File: config.mk
export PLATFORM = sky130hd
export DESIGN_NAME = gem_rx_fabric
export DESIGN_NICKNAME = d
export VERILOG_FILES = /design/src/verilog/gem_rx_pkg.sv /design/src/verilog/bx_delay_line.sv /design/src/verilog/gem_rx_fabric.sv /design/src/verilog/link_data_stage.sv /design/src/verilog/prbs_err_monitor.sv /design/src/verilog/rx_status_sync.sv
export SDC_FILE = /design/constraint.sdc
export NUM_CORES = 1
export LEC_CHECK = 0
export ABC_AREA = 1
export BUFFER_PORTS_ARGS = -buffer_cell sky130_fd_sc_hd__buf_2
export CAP_MARGIN = 20
export CORE_UTILIZATION = 51
export CTS_CLUSTER_SIZE = 16
export DETAILED_ROUTE_END_ITERATION = 8
export PLACE_DENSITY = 0.67
export SYNTH_ARGS = -nofsm -noshare
export SYNTH_HDL_FRONTEND = slang
export SYNTH_SLANG_ARGS = --single-unit
File: constraint.sdc
create_clock -name clock -period 3.1 [get_ports clock]
set_input_delay 0.62 -clock clock [delete_from_list [all_inputs] [get_ports clock]]
set_output_delay 0.62 -clock clock [all_outputs]
set_load 0.01 [all_outputs]
File: src/verilog/gem_rx_pkg.sv
`default_nettype none

package gem_rx_pkg;

  // ------------------------------------------------------------
  // Widths
  // ------------------------------------------------------------
  localparam int unsigned gem_data_w   = 56;  // Comparator data word from the link
  localparam int unsigned kchar_w      = 8;   // Control character from the 8b10b decoder
  localparam int unsigned count_w      = 16;  // Every count reported to software
  localparam int unsigned link_count_w = 8;   // Raw link error count from the transceiver
  localparam int unsigned dly_w        = 4;   // Selects 1 to 16 bx of delay

  // ------------------------------------------------------------
  // Vector types
  // ------------------------------------------------------------
  typedef logic [gem_data_w-1:0]   gem_data_t;    // One GEM data word
  typedef logic [kchar_w-1:0]      kchar_t;       // One control character
  typedef logic [count_w-1:0]      count_t;       // Reported count
  typedef logic [link_count_w-1:0] link_count_t;  // Raw link error count
  typedef logic [dly_w-1:0]        dly_t;         // Delay line tap address

  // ------------------------------------------------------------
  // Control character codes
  // ------------------------------------------------------------
  localparam kchar_t k_overflow = 8'hFC;  // Sender buffer overflowed
  localparam kchar_t k_bc0      = 8'h1C;  // Bunch crossing zero
  localparam kchar_t k_resync   = 8'h3C;  // Resync seen by the sender

  // ------------------------------------------------------------
  // PRBS error monitor state
  // ------------------------------------------------------------
  // The monitor sits in mon_wait_link until the transceiver has
  // finished its sync and the clocks are locked, clears once, and
  // then counts mismatched test words
  typedef enum logic [1:0] {
    mon_wait_link = 2'd0,  // Link or clocks not ready
    mon_clear     = 2'd1,  // One clock of flag and count clear
    mon_count     = 2'd2   // Checking strobed test words
  } mon_state_t;

  // ------------------------------------------------------------
  // Defaults
  // ------------------------------------------------------------
  localparam int unsigned default_delay_depth = 16;  // Covers every dly_t address

endpackage

`default_nettype wire

File: src/verilog/bx_delay_line.sv
`default_nettype none

module bx_delay_line #(
  parameter int unsigned width = 8,   // Vector width
  parameter int unsigned depth = 16   // Number of taps
) (
  input  wire                   clock,
  input  wire                   gtx_rx_reset,
  input  wire gem_rx_pkg::dly_t delay_is,   // Tap select, 0 gives 1 bx
  input  wire [width-1:0]       d,
  output logic [width-1:0]      q
);

  import gem_rx_pkg::*;

  logic [width-1:0] chain [depth];  // Shift register taps
  dly_t             adr_r;          // Registered tap address

  // ------------------------------------------------------------
  // Tap address
  // ------------------------------------------------------------
  always_ff @(posedge clock or posedge gtx_rx_reset) begin
    if (gtx_rx_reset) begin
      adr_r <= '0;
    end else begin
      adr_r <= delay_is;      // Retimed to keep the mux off the input path
    end
  end

  // ------------------------------------------------------------
  // Shift chain
  // ------------------------------------------------------------
  always_ff @(posedge clock) begin
    chain[0] <= d;                    // Every clock, no enable
    for (int i = 1; i < depth; i++) begin
      chain[i] <= chain[i-1];
    end
  end

  // Tap n holds d from n+1 clocks ago
  assign q = chain[adr_r];

  adr_known_a: assert property (@(posedge clock) disable iff (gtx_rx_reset)
    !$isunknown(adr_r));

endmodule

`default_nettype wire

File: src/verilog/gem_rx_fabric.sv
`default_nettype none

module gem_rx_fabric #(
  parameter int unsigned delay_depth = gem_rx_pkg::default_delay_depth
) (
  input  wire                          clock,              // 40 MHz fabric clock
  input  wire                          gtx_rx_reset,
  // Transceiver side
  input  wire                          frame_strobe,       // New word this cycle
  input  wire gem_rx_pkg::gem_data_t   rx_data,
  input  wire gem_rx_pkg::kchar_t      k_char_raw,
  input  wire                          rx_valid,
  input  wire                          rx_match,
  input  wire                          rx_start,
  input  wire                          rx_fc,
  input  wire                          rx_sync_done,
  input  wire                          rx_rst_done,        // Transceiver reset finished
  input  wire                          clocks_rdy,
  input  wire                          link_good,
  input  wire                          link_bad,
  input  wire gem_rx_pkg::link_count_t link_errcount,
  input  wire gem_rx_pkg::count_t      notintable_count,
  input  wire gem_rx_pkg::count_t      disperr_count,
  // Control
  input  wire                          clear_sync,
  input  wire                          posneg,
  input  wire gem_rx_pkg::dly_t        delay_is,
  input  wire                          prbs_test_en,
  // Status
  output logic                         gtx_rx_start,
  output logic                         gtx_rx_fc,
  output logic                         gtx_rx_valid,
  output logic                         gtx_rx_match,
  output logic                         gtx_rx_rst_done,
  output logic                         gtx_rx_sync_done,
  output logic                         gtx_rx_err,
  output gem_rx_pkg::count_t           gtx_rx_err_count,
  output gem_rx_pkg::count_t           gtx_rx_notintable_count,
  output gem_rx_pkg::count_t           gtx_rx_disperr_count,
  // Data
  output gem_rx_pkg::gem_data_t        gtx_rx_data,        // Delayed comparator data
  output gem_rx_pkg::kchar_t           k_char,             // Delayed control character
  output logic                         overflow,
  output logic                         bc0marker,
  output logic                         resyncmarker
);

  import gem_rx_pkg::*;

  logic      err;            // PRBS error flag
  count_t    prbs_errcount;  // PRBS error count
  gem_data_t stage_data;     // Masked and staged data
  kchar_t    stage_kchar;    // Masked and staged control character

  assign gtx_rx_rst_done = rx_rst_done;  // Status only

  // ------------------------------------------------------------
  // Link status and error counts
  // ------------------------------------------------------------
  prbs_err_monitor u_prbs_err_monitor (
    .clock         (clock),
    .gtx_rx_reset  (gtx_rx_reset),
    .frame_strobe  (frame_strobe),
    .rx_valid      (rx_valid),
    .rx_match      (rx_match),
    .rx_sync_done  (rx_sync_done),
    .clocks_rdy    (clocks_rdy),
    .prbs_test_en  (prbs_test_en),
    .err           (err),
    .prbs_errcount (prbs_errcount)
  );

  rx_status_sync u_rx_status_sync (
    .clock                   (clock),
    .gtx_rx_reset            (gtx_rx_reset),
    .clear_sync              (clear_sync),
    .prbs_test_en            (prbs_test_en),
    .rx_start                (rx_start),
    .rx_fc                   (rx_fc),
    .rx_valid                (rx_valid),
    .rx_match                (rx_match),
    .rx_sync_done            (rx_sync_done),
    .err                     (err),
    .prbs_errcount           (prbs_errcount),
    .notintable_count        (notintable_count),
    .disperr_count           (disperr_count),
    .link_errcount           (link_errcount),
    .gtx_rx_start            (gtx_rx_start),
    .gtx_rx_fc               (gtx_rx_fc),
    .gtx_rx_valid            (gtx_rx_valid),
    .gtx_rx_match            (gtx_rx_match),
    .gtx_rx_sync_done        (gtx_rx_sync_done),
    .gtx_rx_err              (gtx_rx_err),
    .gtx_rx_err_count        (gtx_rx_err_count),
    .gtx_rx_notintable_count (gtx_rx_notintable_count),
    .gtx_rx_disperr_count    (gtx_rx_disperr_count)
  );

  // ------------------------------------------------------------
  // Data path
  // ------------------------------------------------------------
  link_data_stage u_link_data_stage (
    .clock        (clock),
    .gtx_rx_reset (gtx_rx_reset),
    .link_good    (link_good),
    .link_bad     (link_bad),
    .posneg       (posneg),
    .rx_data      (rx_data),
    .k_char_raw   (k_char_raw),
    .data_out     (stage_data),
    .kchar_out    (stage_kchar)
  );

  // Both delay lines share one tap select so markers stay aligned with data
  bx_delay_line #(.width(gem_data_w), .depth(delay_depth)) u_data_delay (
    .clock        (clock),
    .gtx_rx_reset (gtx_rx_reset),
    .delay_is     (delay_is),
    .d            (stage_data),
    .q            (gtx_rx_data)
  );

  bx_delay_line #(.width(kchar_w), .depth(delay_depth)) u_kchar_delay (
    .clock        (clock),
    .gtx_rx_reset (gtx_rx_reset),
    .delay_is     (delay_is),
    .d            (stage_kchar),
    .q            (k_char)
  );

  // Marker decode on the delayed control character
  assign overflow     = (k_char == k_overflow);
  assign bc0marker    = (k_char == k_bc0);
  assign resyncmarker = (k_char == k_resync);

endmodule

`default_nettype wire

File: src/verilog/link_data_stage.sv
`default_nettype none

module link_data_stage (
  input  wire                        clock,
  input  wire                        gtx_rx_reset,
  input  wire                        link_good,    // Link monitor says good
  input  wire                        link_bad,     // Link monitor says bad
  input  wire                        posneg,       // Add the extra stage
  input  wire gem_rx_pkg::gem_data_t rx_data,      // Decoded data word
  input  wire gem_rx_pkg::kchar_t    k_char_raw,   // Decoded control character
  output gem_rx_pkg::gem_data_t      data_out,
  output gem_rx_pkg::kchar_t         kchar_out
);

  import gem_rx_pkg::*;

  logic      ignore_link;  // Keep this link out of the trigger data
  logic      posneg_ff;    // Registered stage select
  gem_data_t data_s1;      // First stage
  gem_data_t data_s2;      // Extra stage
  kchar_t    kchar_s1;
  kchar_t    kchar_s2;

  // A bad link would otherwise light every comparator downstream
  assign ignore_link = !link_good || link_bad;

  // ------------------------------------------------------------
  // Stage select
  // ------------------------------------------------------------
  always_ff @(posedge clock or posedge gtx_rx_reset) begin
    if (gtx_rx_reset) begin
      posneg_ff <= 1'b0;
    end else begin
      posneg_ff <= posneg;
    end
  end

  // ------------------------------------------------------------
  // Data stages
  // ------------------------------------------------------------
  always_ff @(posedge clock) begin
    if (ignore_link) begin
      data_s1  <= '1;          // All ones marks a masked word
      kchar_s1 <= '0;          // No markers from a masked link
    end else begin
      data_s1  <= rx_data;
      kchar_s1 <= k_char_raw;
    end
    data_s2  <= data_s1;       // Stand-in for the opposite edge
    kchar_s2 <= kchar_s1;
  end

  assign data_out  = posneg_ff ? data_s2 : data_s1;    // One clock later when set
  assign kchar_out = posneg_ff ? kchar_s2 : kchar_s1;

  // Masking must reach the output on the short path
  bad_link_mask_a: assert property (@(posedge clock) disable iff (gtx_rx_reset)
    (link_bad && !posneg) |=> (kchar_out == '0));

endmodule

`default_nettype wire

File: src/verilog/prbs_err_monitor.sv
`default_nettype none

module prbs_err_monitor (
  input  wire                clock,
  input  wire                gtx_rx_reset,
  input  wire                frame_strobe,   // New word this cycle
  input  wire                rx_valid,       // Word should match the PRBS pattern
  input  wire                rx_match,       // Word matches the PRBS pattern
  input  wire                rx_sync_done,   // Transceiver sync finished
  input  wire                clocks_rdy,     // QPLL and MMCM locked
  input  wire                prbs_test_en,   // PRBS test mode selected
  output logic               err,            // Last checked word failed
  output gem_rx_pkg::count_t prbs_errcount   // Failed words since the clear
);

  import gem_rx_pkg::*;

  mon_state_t state;      // Current monitor state
  mon_state_t state_nxt;  // Next monitor state
  logic       snap_wait;  // Link not usable yet
  logic       test_word;  // Strobed word to check this cycle

  assign snap_wait = !(rx_sync_done && clocks_rdy);  // Either one dropping sends us back
  assign test_word = (state == mon_count) && frame_strobe && prbs_test_en;

  // ------------------------------------------------------------
  // Monitor FSM
  // ------------------------------------------------------------
  always_comb begin
    state_nxt = state;                    // Hold by default
    if (snap_wait) begin
      state_nxt = mon_wait_link;          // Re-entered from any state
    end else begin
      case (state)
        mon_wait_link: state_nxt = mon_clear;   // Link came up
        mon_clear:     state_nxt = mon_count;   // Single clear cycle
        default:       state_nxt = mon_count;   // Stay counting
      endcase
    end
  end

  always_ff @(posedge clock or posedge gtx_rx_reset) begin
    if (gtx_rx_reset) begin
      state <= mon_wait_link;
    end else begin
      state <= state_nxt;
    end
  end

  // ------------------------------------------------------------
  // Error flag and counter
  // ------------------------------------------------------------
  always_ff @(posedge clock or posedge gtx_rx_reset) begin
    if (gtx_rx_reset) begin
      err           <= 1'b0;
      prbs_errcount <= '0;
    end else if (state == mon_clear) begin
      err           <= 1'b0;                          // Fresh start after link up
      prbs_errcount <= '0;
    end else if (test_word) begin
      if (rx_valid && !rx_match) begin
        err           <= 1'b1;                        // Scope and LED monitor
        prbs_errcount <= prbs_errcount + count_t'(1); // Wraps at the top
      end else if (rx_match) begin
        err <= 1'b0;                                  // Good word clears the flag
      end
    end
  end

  // Counting only happens in mon_count, the clear state may only zero it
  count_held_a: assert property (@(posedge clock) disable iff (gtx_rx_reset)
    (state != mon_count) |=>
      ((prbs_errcount == $past(prbs_errcount)) || (prbs_errcount == '0)));

endmodule

`default_nettype wire

File: src/verilog/rx_status_sync.sv
`default_nettype none

module rx_status_sync (
  input  wire                     clock,
  input  wire                     gtx_rx_reset,
  input  wire                     clear_sync,               // Zero all outputs next edge
  input  wire                     prbs_test_en,             // Report PRBS count instead
  input  wire                     rx_start,                 // Start pattern present
  input  wire                     rx_fc,                    // FC latency code seen
  input  wire                     rx_valid,
  input  wire                     rx_match,
  input  wire                     rx_sync_done,
  input  wire                     err,                      // PRBS error flag
  input  wire gem_rx_pkg::count_t prbs_errcount,
  input  wire gem_rx_pkg::count_t notintable_count,         // 8b10b not-in-table errors
  input  wire gem_rx_pkg::count_t disperr_count,            // 8b10b disparity errors
  input  wire gem_rx_pkg::link_count_t link_errcount,       // Raw link error count
  output logic                    gtx_rx_start,
  output logic                    gtx_rx_fc,
  output logic                    gtx_rx_valid,
  output logic                    gtx_rx_match,
  output logic                    gtx_rx_sync_done,
  output logic                    gtx_rx_err,
  output gem_rx_pkg::count_t      gtx_rx_err_count,         // Link or PRBS errors
  output gem_rx_pkg::count_t      gtx_rx_notintable_count,
  output gem_rx_pkg::count_t      gtx_rx_disperr_count
);

  import gem_rx_pkg::*;

  count_t err_count_sel;  // Count chosen for reporting

  // PRBS count in test mode, otherwise the link count widened
  assign err_count_sel = prbs_test_en ? prbs_errcount
                                      : {{(count_w-link_count_w){1'b0}}, link_errcount};

  // ------------------------------------------------------------
  // Fabric status registers
  // ------------------------------------------------------------
  always_ff @(posedge clock or posedge gtx_rx_reset) begin
    if (gtx_rx_reset) begin
      gtx_rx_start            <= 1'b0;
      gtx_rx_fc               <= 1'b0;
      gtx_rx_valid            <= 1'b0;
      gtx_rx_match            <= 1'b0;
      gtx_rx_sync_done        <= 1'b0;
      gtx_rx_err              <= 1'b0;
      gtx_rx_err_count        <= '0;
      gtx_rx_notintable_count <= '0;
      gtx_rx_disperr_count    <= '0;
    end else if (clear_sync) begin
      gtx_rx_start            <= 1'b0;   // Software clear
      gtx_rx_fc               <= 1'b0;
      gtx_rx_valid            <= 1'b0;
      gtx_rx_match            <= 1'b0;
      gtx_rx_sync_done        <= 1'b0;
      gtx_rx_err              <= 1'b0;
      gtx_rx_err_count        <= '0;
      gtx_rx_notintable_count <= '0;
      gtx_rx_disperr_count    <= '0;
    end else begin
      gtx_rx_start            <= rx_start;
      gtx_rx_fc               <= rx_fc;
      gtx_rx_valid            <= rx_valid;
      gtx_rx_match            <= rx_match;
      gtx_rx_sync_done        <= rx_sync_done;
      gtx_rx_err              <= err;
      gtx_rx_err_count        <= err_count_sel;
      gtx_rx_notintable_count <= notintable_count;
      gtx_rx_disperr_count    <= disperr_count;
    end
  end

endmodule

`default_nettype wire
# Word-level counts from Yosys, hierarchy flattened
# Memories as Yosys holds them, arrays and structs flattened.
# Cells that the tools add are included.
[classes]
addsub = 1
eq_ne = 5
n_mux = 21
n_reduce_logical = 13
[ops]
columns = ["op", "n"]
rows = [
  ["two-way mux 16 bit", 7],
  ["two-way mux 56 bit", 1],
  ["adder 16 x 1 -> 16 bit (second input constant)", 1],
  ["two-way mux 1 bit", 10],
  ["== test 8 x 5 -> 1 bit (second input constant)", 1],
  ["== test 8 x 6 -> 1 bit (second input constant)", 1],
  ["== test 8 bit (second input constant)", 1],
  ["two-way mux 8 bit", 1],
  ["logical AND 1 bit", 4],
  ["two-way mux 2 bit", 2],
  ["AND reduction 2 bit", 2],
  ["nonzero test 2 bit", 2],
  ["nonzero test 3 bit", 1],
  ["== test 2 x 1 -> 1 bit (second input constant)", 1],
  ["== test 2 bit (second input constant)", 1],
  ["logical NOT 1 bit", 2],
  ["logical NOT 2 bit", 1],
  ["logical OR 1 bit", 1],
]
[totals]
regBits = 206
ramBits = 1024
output_inout_bits = 122
n_memories = 2
[memory_table]
columns = ["memory", "depth", "width", "read_ports", "rd_clocked_by_memory_dff", "wr", "line", "rtl"]
rows = [
  ["u_data_delay.chain", 16, 56, 16, 0, 16, "bx_delay_line.sv:16", "logic [width-1:0] chain [depth];"],
  ["u_kchar_delay.chain", 16, 8, 16, 0, 16, "bx_delay_line.sv:16", ""],
]

# Longest topological paths before layout
[depth]
ltp_word = 5
mapped_depth = 13
depth_no_buf = 11

# By module
# From an unflattened synthesis, not the netlist that was laid out.
[hier_totals]
cells_unflattened = 4983
area_unflattened_um2 = 41096.9
[modules_own_cells]
columns = ["mod", "instances", "cells_per_inst", "area_per_inst_um2", "seq_area_each_um2"]
rows = [
  ["bx_delay_line (u_data_delay)", 1, 3610, 29620.9, 18037.3],
  ["bx_delay_line (u_kchar_delay)", 1, 521, 4322.9, 2662.6],
  ["link_data_stage", 1, 474, 3953.8, 2587.5],
  ["rx_status_sync", 1, 195, 1929.4, 1351.3],
  ["prbs_err_monitor", 1, 165, 1196.1, 475.5],
  ["gem_rx_fabric", 1, 18, 73.8, 0.0],
]

# Least setup slack after synthesis
# No wires, ideal clock.
[synth_timing]
path_type = "reg-to-output"
startpoint = "register u_kchar_delay.adr_r[0]"
endpoint = "output port bc0marker"
arrival_ns = 1.580
required_ns = 2.480
slack_ns = 0.900
stages_incl_launch_ff = 14
n_path_buf = 4
path_cell_list = "dfrtp_1 > buf_6 > buf_8 > buf_8 > buf_8 > nand2_1 > nand3_1 > nand3_1 > nand3_1 > nand2_1 > inv_1 > nor2_1 > nand2_1 > nor2_1"
[synth_between]
elab_chain_cells = 2
[synth_rtl]
columns = ["element", "line", "rtl"]
rows = [
  ["from (decl)", "bx_delay_line.sv:17", "dly_t adr_r;"],
  ["from (signal assigned)", "bx_delay_line.sv:26", "adr_r <= delay_is;"],
  ["memory (16 x 8 bit)", "--", ""],
  ["net k_char[4]", "gem_rx_fabric.sv:42", "output gem_rx_pkg::kchar_t k_char,"],
  ["== test 8 x 5 -> 1 bit", "gem_rx_fabric.sv:133", "assign bc0marker = (k_char == k_bc0);"],
  ["to (decl)", "gem_rx_fabric.sv:44", "output logic bc0marker,"],
]
# The timed path passes the listed nets, and every way through them passes these cells.

==> flow_summary.ini <==
[synth]
synth_area_um2 = 36300
synth_area_leaders = dfxtp_1 (64%), o21ai_0 (6.4%), nor2_1 (5.6%)
yosys-top-cells-count = dfxtp_1 (1152), nor2_1 (543), o21ai_0 (465)
synthMuxAreaShare_pct = 1.98
seq_area_frac_synth_pct = 68.9
synth-xor-area-share_pct = 0.0965
synth_edf_count = 0
syn_nets = 3598
yosysTopAreaCellShare_pct = 63.5
synth_compound_area_share_pct = 13.1
yosys.area_share.simple_pct = 11.5
synth_top_family_by_area = compound AO/OA/AOI/OAI gates
synthAdderAreaFrac_pct = 0.0345
yosysWarnings = 0
ys.flop_type = dfxtp_1
synth-seq-cells = 1230
avgSynthCellArea_um2 = 10.5
synth_top_area_cell = dfxtp_1
async_reset_ff_share_pct = 6.34
synth_cell_types = 33
postSynthCellCount = 3474
yosysMostFrequentCell = dfxtp_1

[sta]
finClkSkew_ns = 0.0213
worstMarginPinSlew_ns = 0.588
slew_headroom_pct = 60.8
fin_crit_sh_pct = 102
fmax_mhz = 315
rsz0062_at_grt = yes
hold_viol = 0
fin_crit_ns = 3.17
final-setup-viol-count = 13
fin_ws_ns = -0.0746
maxSlewViolCount = 0

[detailed_routing]
first_pass_iters = 5
vias = 24900
final_antenna_net_count = 0
drc = 0
drt_iter0_drc = 1576
routed_via_density = 5.23
wirelength_um = 83200
wl_per_cell_um = 17.5

[die]
row_count = 97
initial_utilization_pct = 51.7
dieHeight_um = 269
core_area_um2 = 70300
die-width_um = 269
ios = 245
dieArea_um2 = 72300

[layout]
fin_util_pct = 63.1
final_nets = 3851
drive_gt1_share_pct = 19.4
area_delta_synth_final_pct = 22.1
fin_area_um2 = 44300

[critical_path]
cp-start-kind = flip-flop
required_ns = 2.48
criticalPathCategory = reg -> out
path_cells = buf_12 -> inv_16 -> buf_16 -> clkbuf_16 -> nor2_1 -> o221ai_1 -> o211ai_1 -> nand2_1 -> buf_2
slowest_stage = dfrtp_4
path_buf_inv = 5
critPathCaptureType = primary output
crit_family = buffers and inverters
r2r_setup_slack_ns = 1.14
rr_worst_depth = 6
crit_fanout = 13
worstPathArrival_ns = 2.55
path_depth = 9
slowest_delay_ns = 0.53

[hold_path]
min_path_type = in -> reg
worstHoldPathCells = 1

[grt]
grt_max_degree = 77
grtUsageTotal_pct = 22.2
antenna_found_initial = 1
grt_pass1_wl_um = 127000
grt.overflow.total = 0
grt_pass1_vias = 24000

[pwr]
p_clk_share_pct = 43.1
ir_drop_v = 0.000473
powerDensity_nw_per_um2 = 754
swShare_pct = 22.1
combPwrFrac_pct = 6.1
p_total_uw = 33400
seqPwrFrac_pct = 50.8
power.leakage_uw = 0.0184
intPower_uw = 26000
switching_power_uw = 7370

[clocking]
clockBufferDepth = 3
numCtsBuffers = 118
clock-sinks = 1230
root_buffer = clkbuf_16
clk_pin_slew_ns = 0.06
h-tree-depth = 3
cts_tree = built
clock_latency_ns = 0.66

[outcome]
outcome = finished with violations
violations = negative setup slack

[placed_design]
post_dp_cell_area_um2 = 38400
io_buffers = 242
hpwlAfterDp_um = 42700
place_ws_ns = 0.344
globalplace.congestion = 0.810

[flow_run]
drv_cap = 0
==> state kept, by name, summed over array words and instances, names as in the netlist <==
name / count
u_data_delay.chain: 896
u_kchar_delay.chain: 128
u_link_data_stage.data_s1: 56
u_link_data_stage.data_s2: 56
u_prbs_err_monitor.prbs_errcount: 16
u_rx_status_sync.gtx_rx_disperr_count: 16
u_rx_status_sync.gtx_rx_err_count: 16
u_rx_status_sync.gtx_rx_notintable_count: 16
u_link_data_stage.kchar_s1: 8
u_link_data_stage.kchar_s2: 8
u_kchar_delay.adr_r: 4
u_prbs_err_monitor.state: 2
u_link_data_stage.posneg_ff: 1
u_prbs_err_monitor.err: 1
u_rx_status_sync.gtx_rx_err: 1
u_rx_status_sync.gtx_rx_fc: 1
u_rx_status_sync.gtx_rx_match: 1
u_rx_status_sync.gtx_rx_start: 1
u_rx_status_sync.gtx_rx_sync_done: 1
u_rx_status_sync.gtx_rx_valid: 1
==> metal layers <==
layer	share of wire, %	track usage (%)	wire [um]	vias to the layer above
met5	0	0	0	-
met1	45	28.8	37300	11900
met2	47	36.8	39400	603
met3	5.0	4.51	4160	135
met4	2.9	7.52	2400	0
li1	-	-	-	12300
==> stage by stage <==
| stage | setup TNS [ns] | hold slack [ns] | cells |
|---|---|---|---|
| finish | -0.454 | 0.0610 | 4762 |
| floorplan | 0 | 0.326 | 3474 |
| CTS | -0.794 | 0.0264 | 4741 |
| detailed placement | 0 | 0.330 | 4480 |
| global placement | 0 | 0.326 | 4480 |
| global route | -5.15 | 0.0454 | 4762 |
==> timing repair <==
action,4_1_cts,5_1_grt
setup endpoints to repair,62,57
hold endpoints to repair,21,0
pin swaps,16,44
hold buffers,1,0
resized for setup,105,107
setup buffers,22,2
cloned,25,18
==> layout make-up <==
type | count | area [um^2]
Tap cell | 940 | 1180
Multi-Input combinational cell | 1870 | 9900
Clock buffer | 173 | 3510
Antenna cell | 1 | 2.50
Clock inverter | 41 | 458
Sequential cell | 1230 | 25000
Inverter | 141 | 576
Timing Repair Buffer | 360 | 3560
Timing Repair inverter | 6 | 100
Fill cell | 5486 | 25900
==> cell usage in the layout (no fill, tap or decap), types with 70 or more instances in the layout <==
cell type / Yosys / layout
dfrtp_1: 78 / 73
inv_1: 137 / 135
nand2_1: 275 / 257
o221ai_1: 153 / 151
o21ai_0: 465 / 404
o22ai_1: 71 / 70
nand3_1: 132 / 122
clkbuf_16: 0 / 136
nor2_1: 543 / 535
dfxtp_1: 1152 / 1152
o211ai_1: 71 / 71
buf_2: 78 / 235
==> power groups by stage <==
stage	clock network (uW)	logic (uW)	registers, uW
4_1_cts	14700	1940	17000
2_1_floorplan	0	1090	17200
3_3_place_gp	0	1660	17300
5_1_grt	15400	2240	17100
6_report	14400	2050	17000
3_5_place_dp	0	1670	17300
==> path summary, 6_finish.rpt <==
check,endpoint,from
max,gtx_rx_data[22],u_kchar_delay.adr_r[0]
max in group asynchronous,u_link_data_stage.posneg_ff,gtx_rx_reset
min in group asynchronous,u_rx_status_sync.gtx_rx_err_count[0],gtx_rx_reset
min reg2reg,u_data_delay.chain[6][31],u_data_delay.chain[5][31]
min,u_kchar_delay.adr_r[3],delay_is[3]
max reg2reg,u_prbs_err_monitor.prbs_errcount[8],u_prbs_err_monitor.state[1]
==> cells by family after synthesis <==
kind of cell,Yosys count
AOI/OAI and AO/OA,778
xor gates and xnor gates,4
adders and majority gates,1
buffers and inverters,374
DFF,1230
muxes,64
and+or+nand+nor,1023
(Power assumes the default switching activity.)
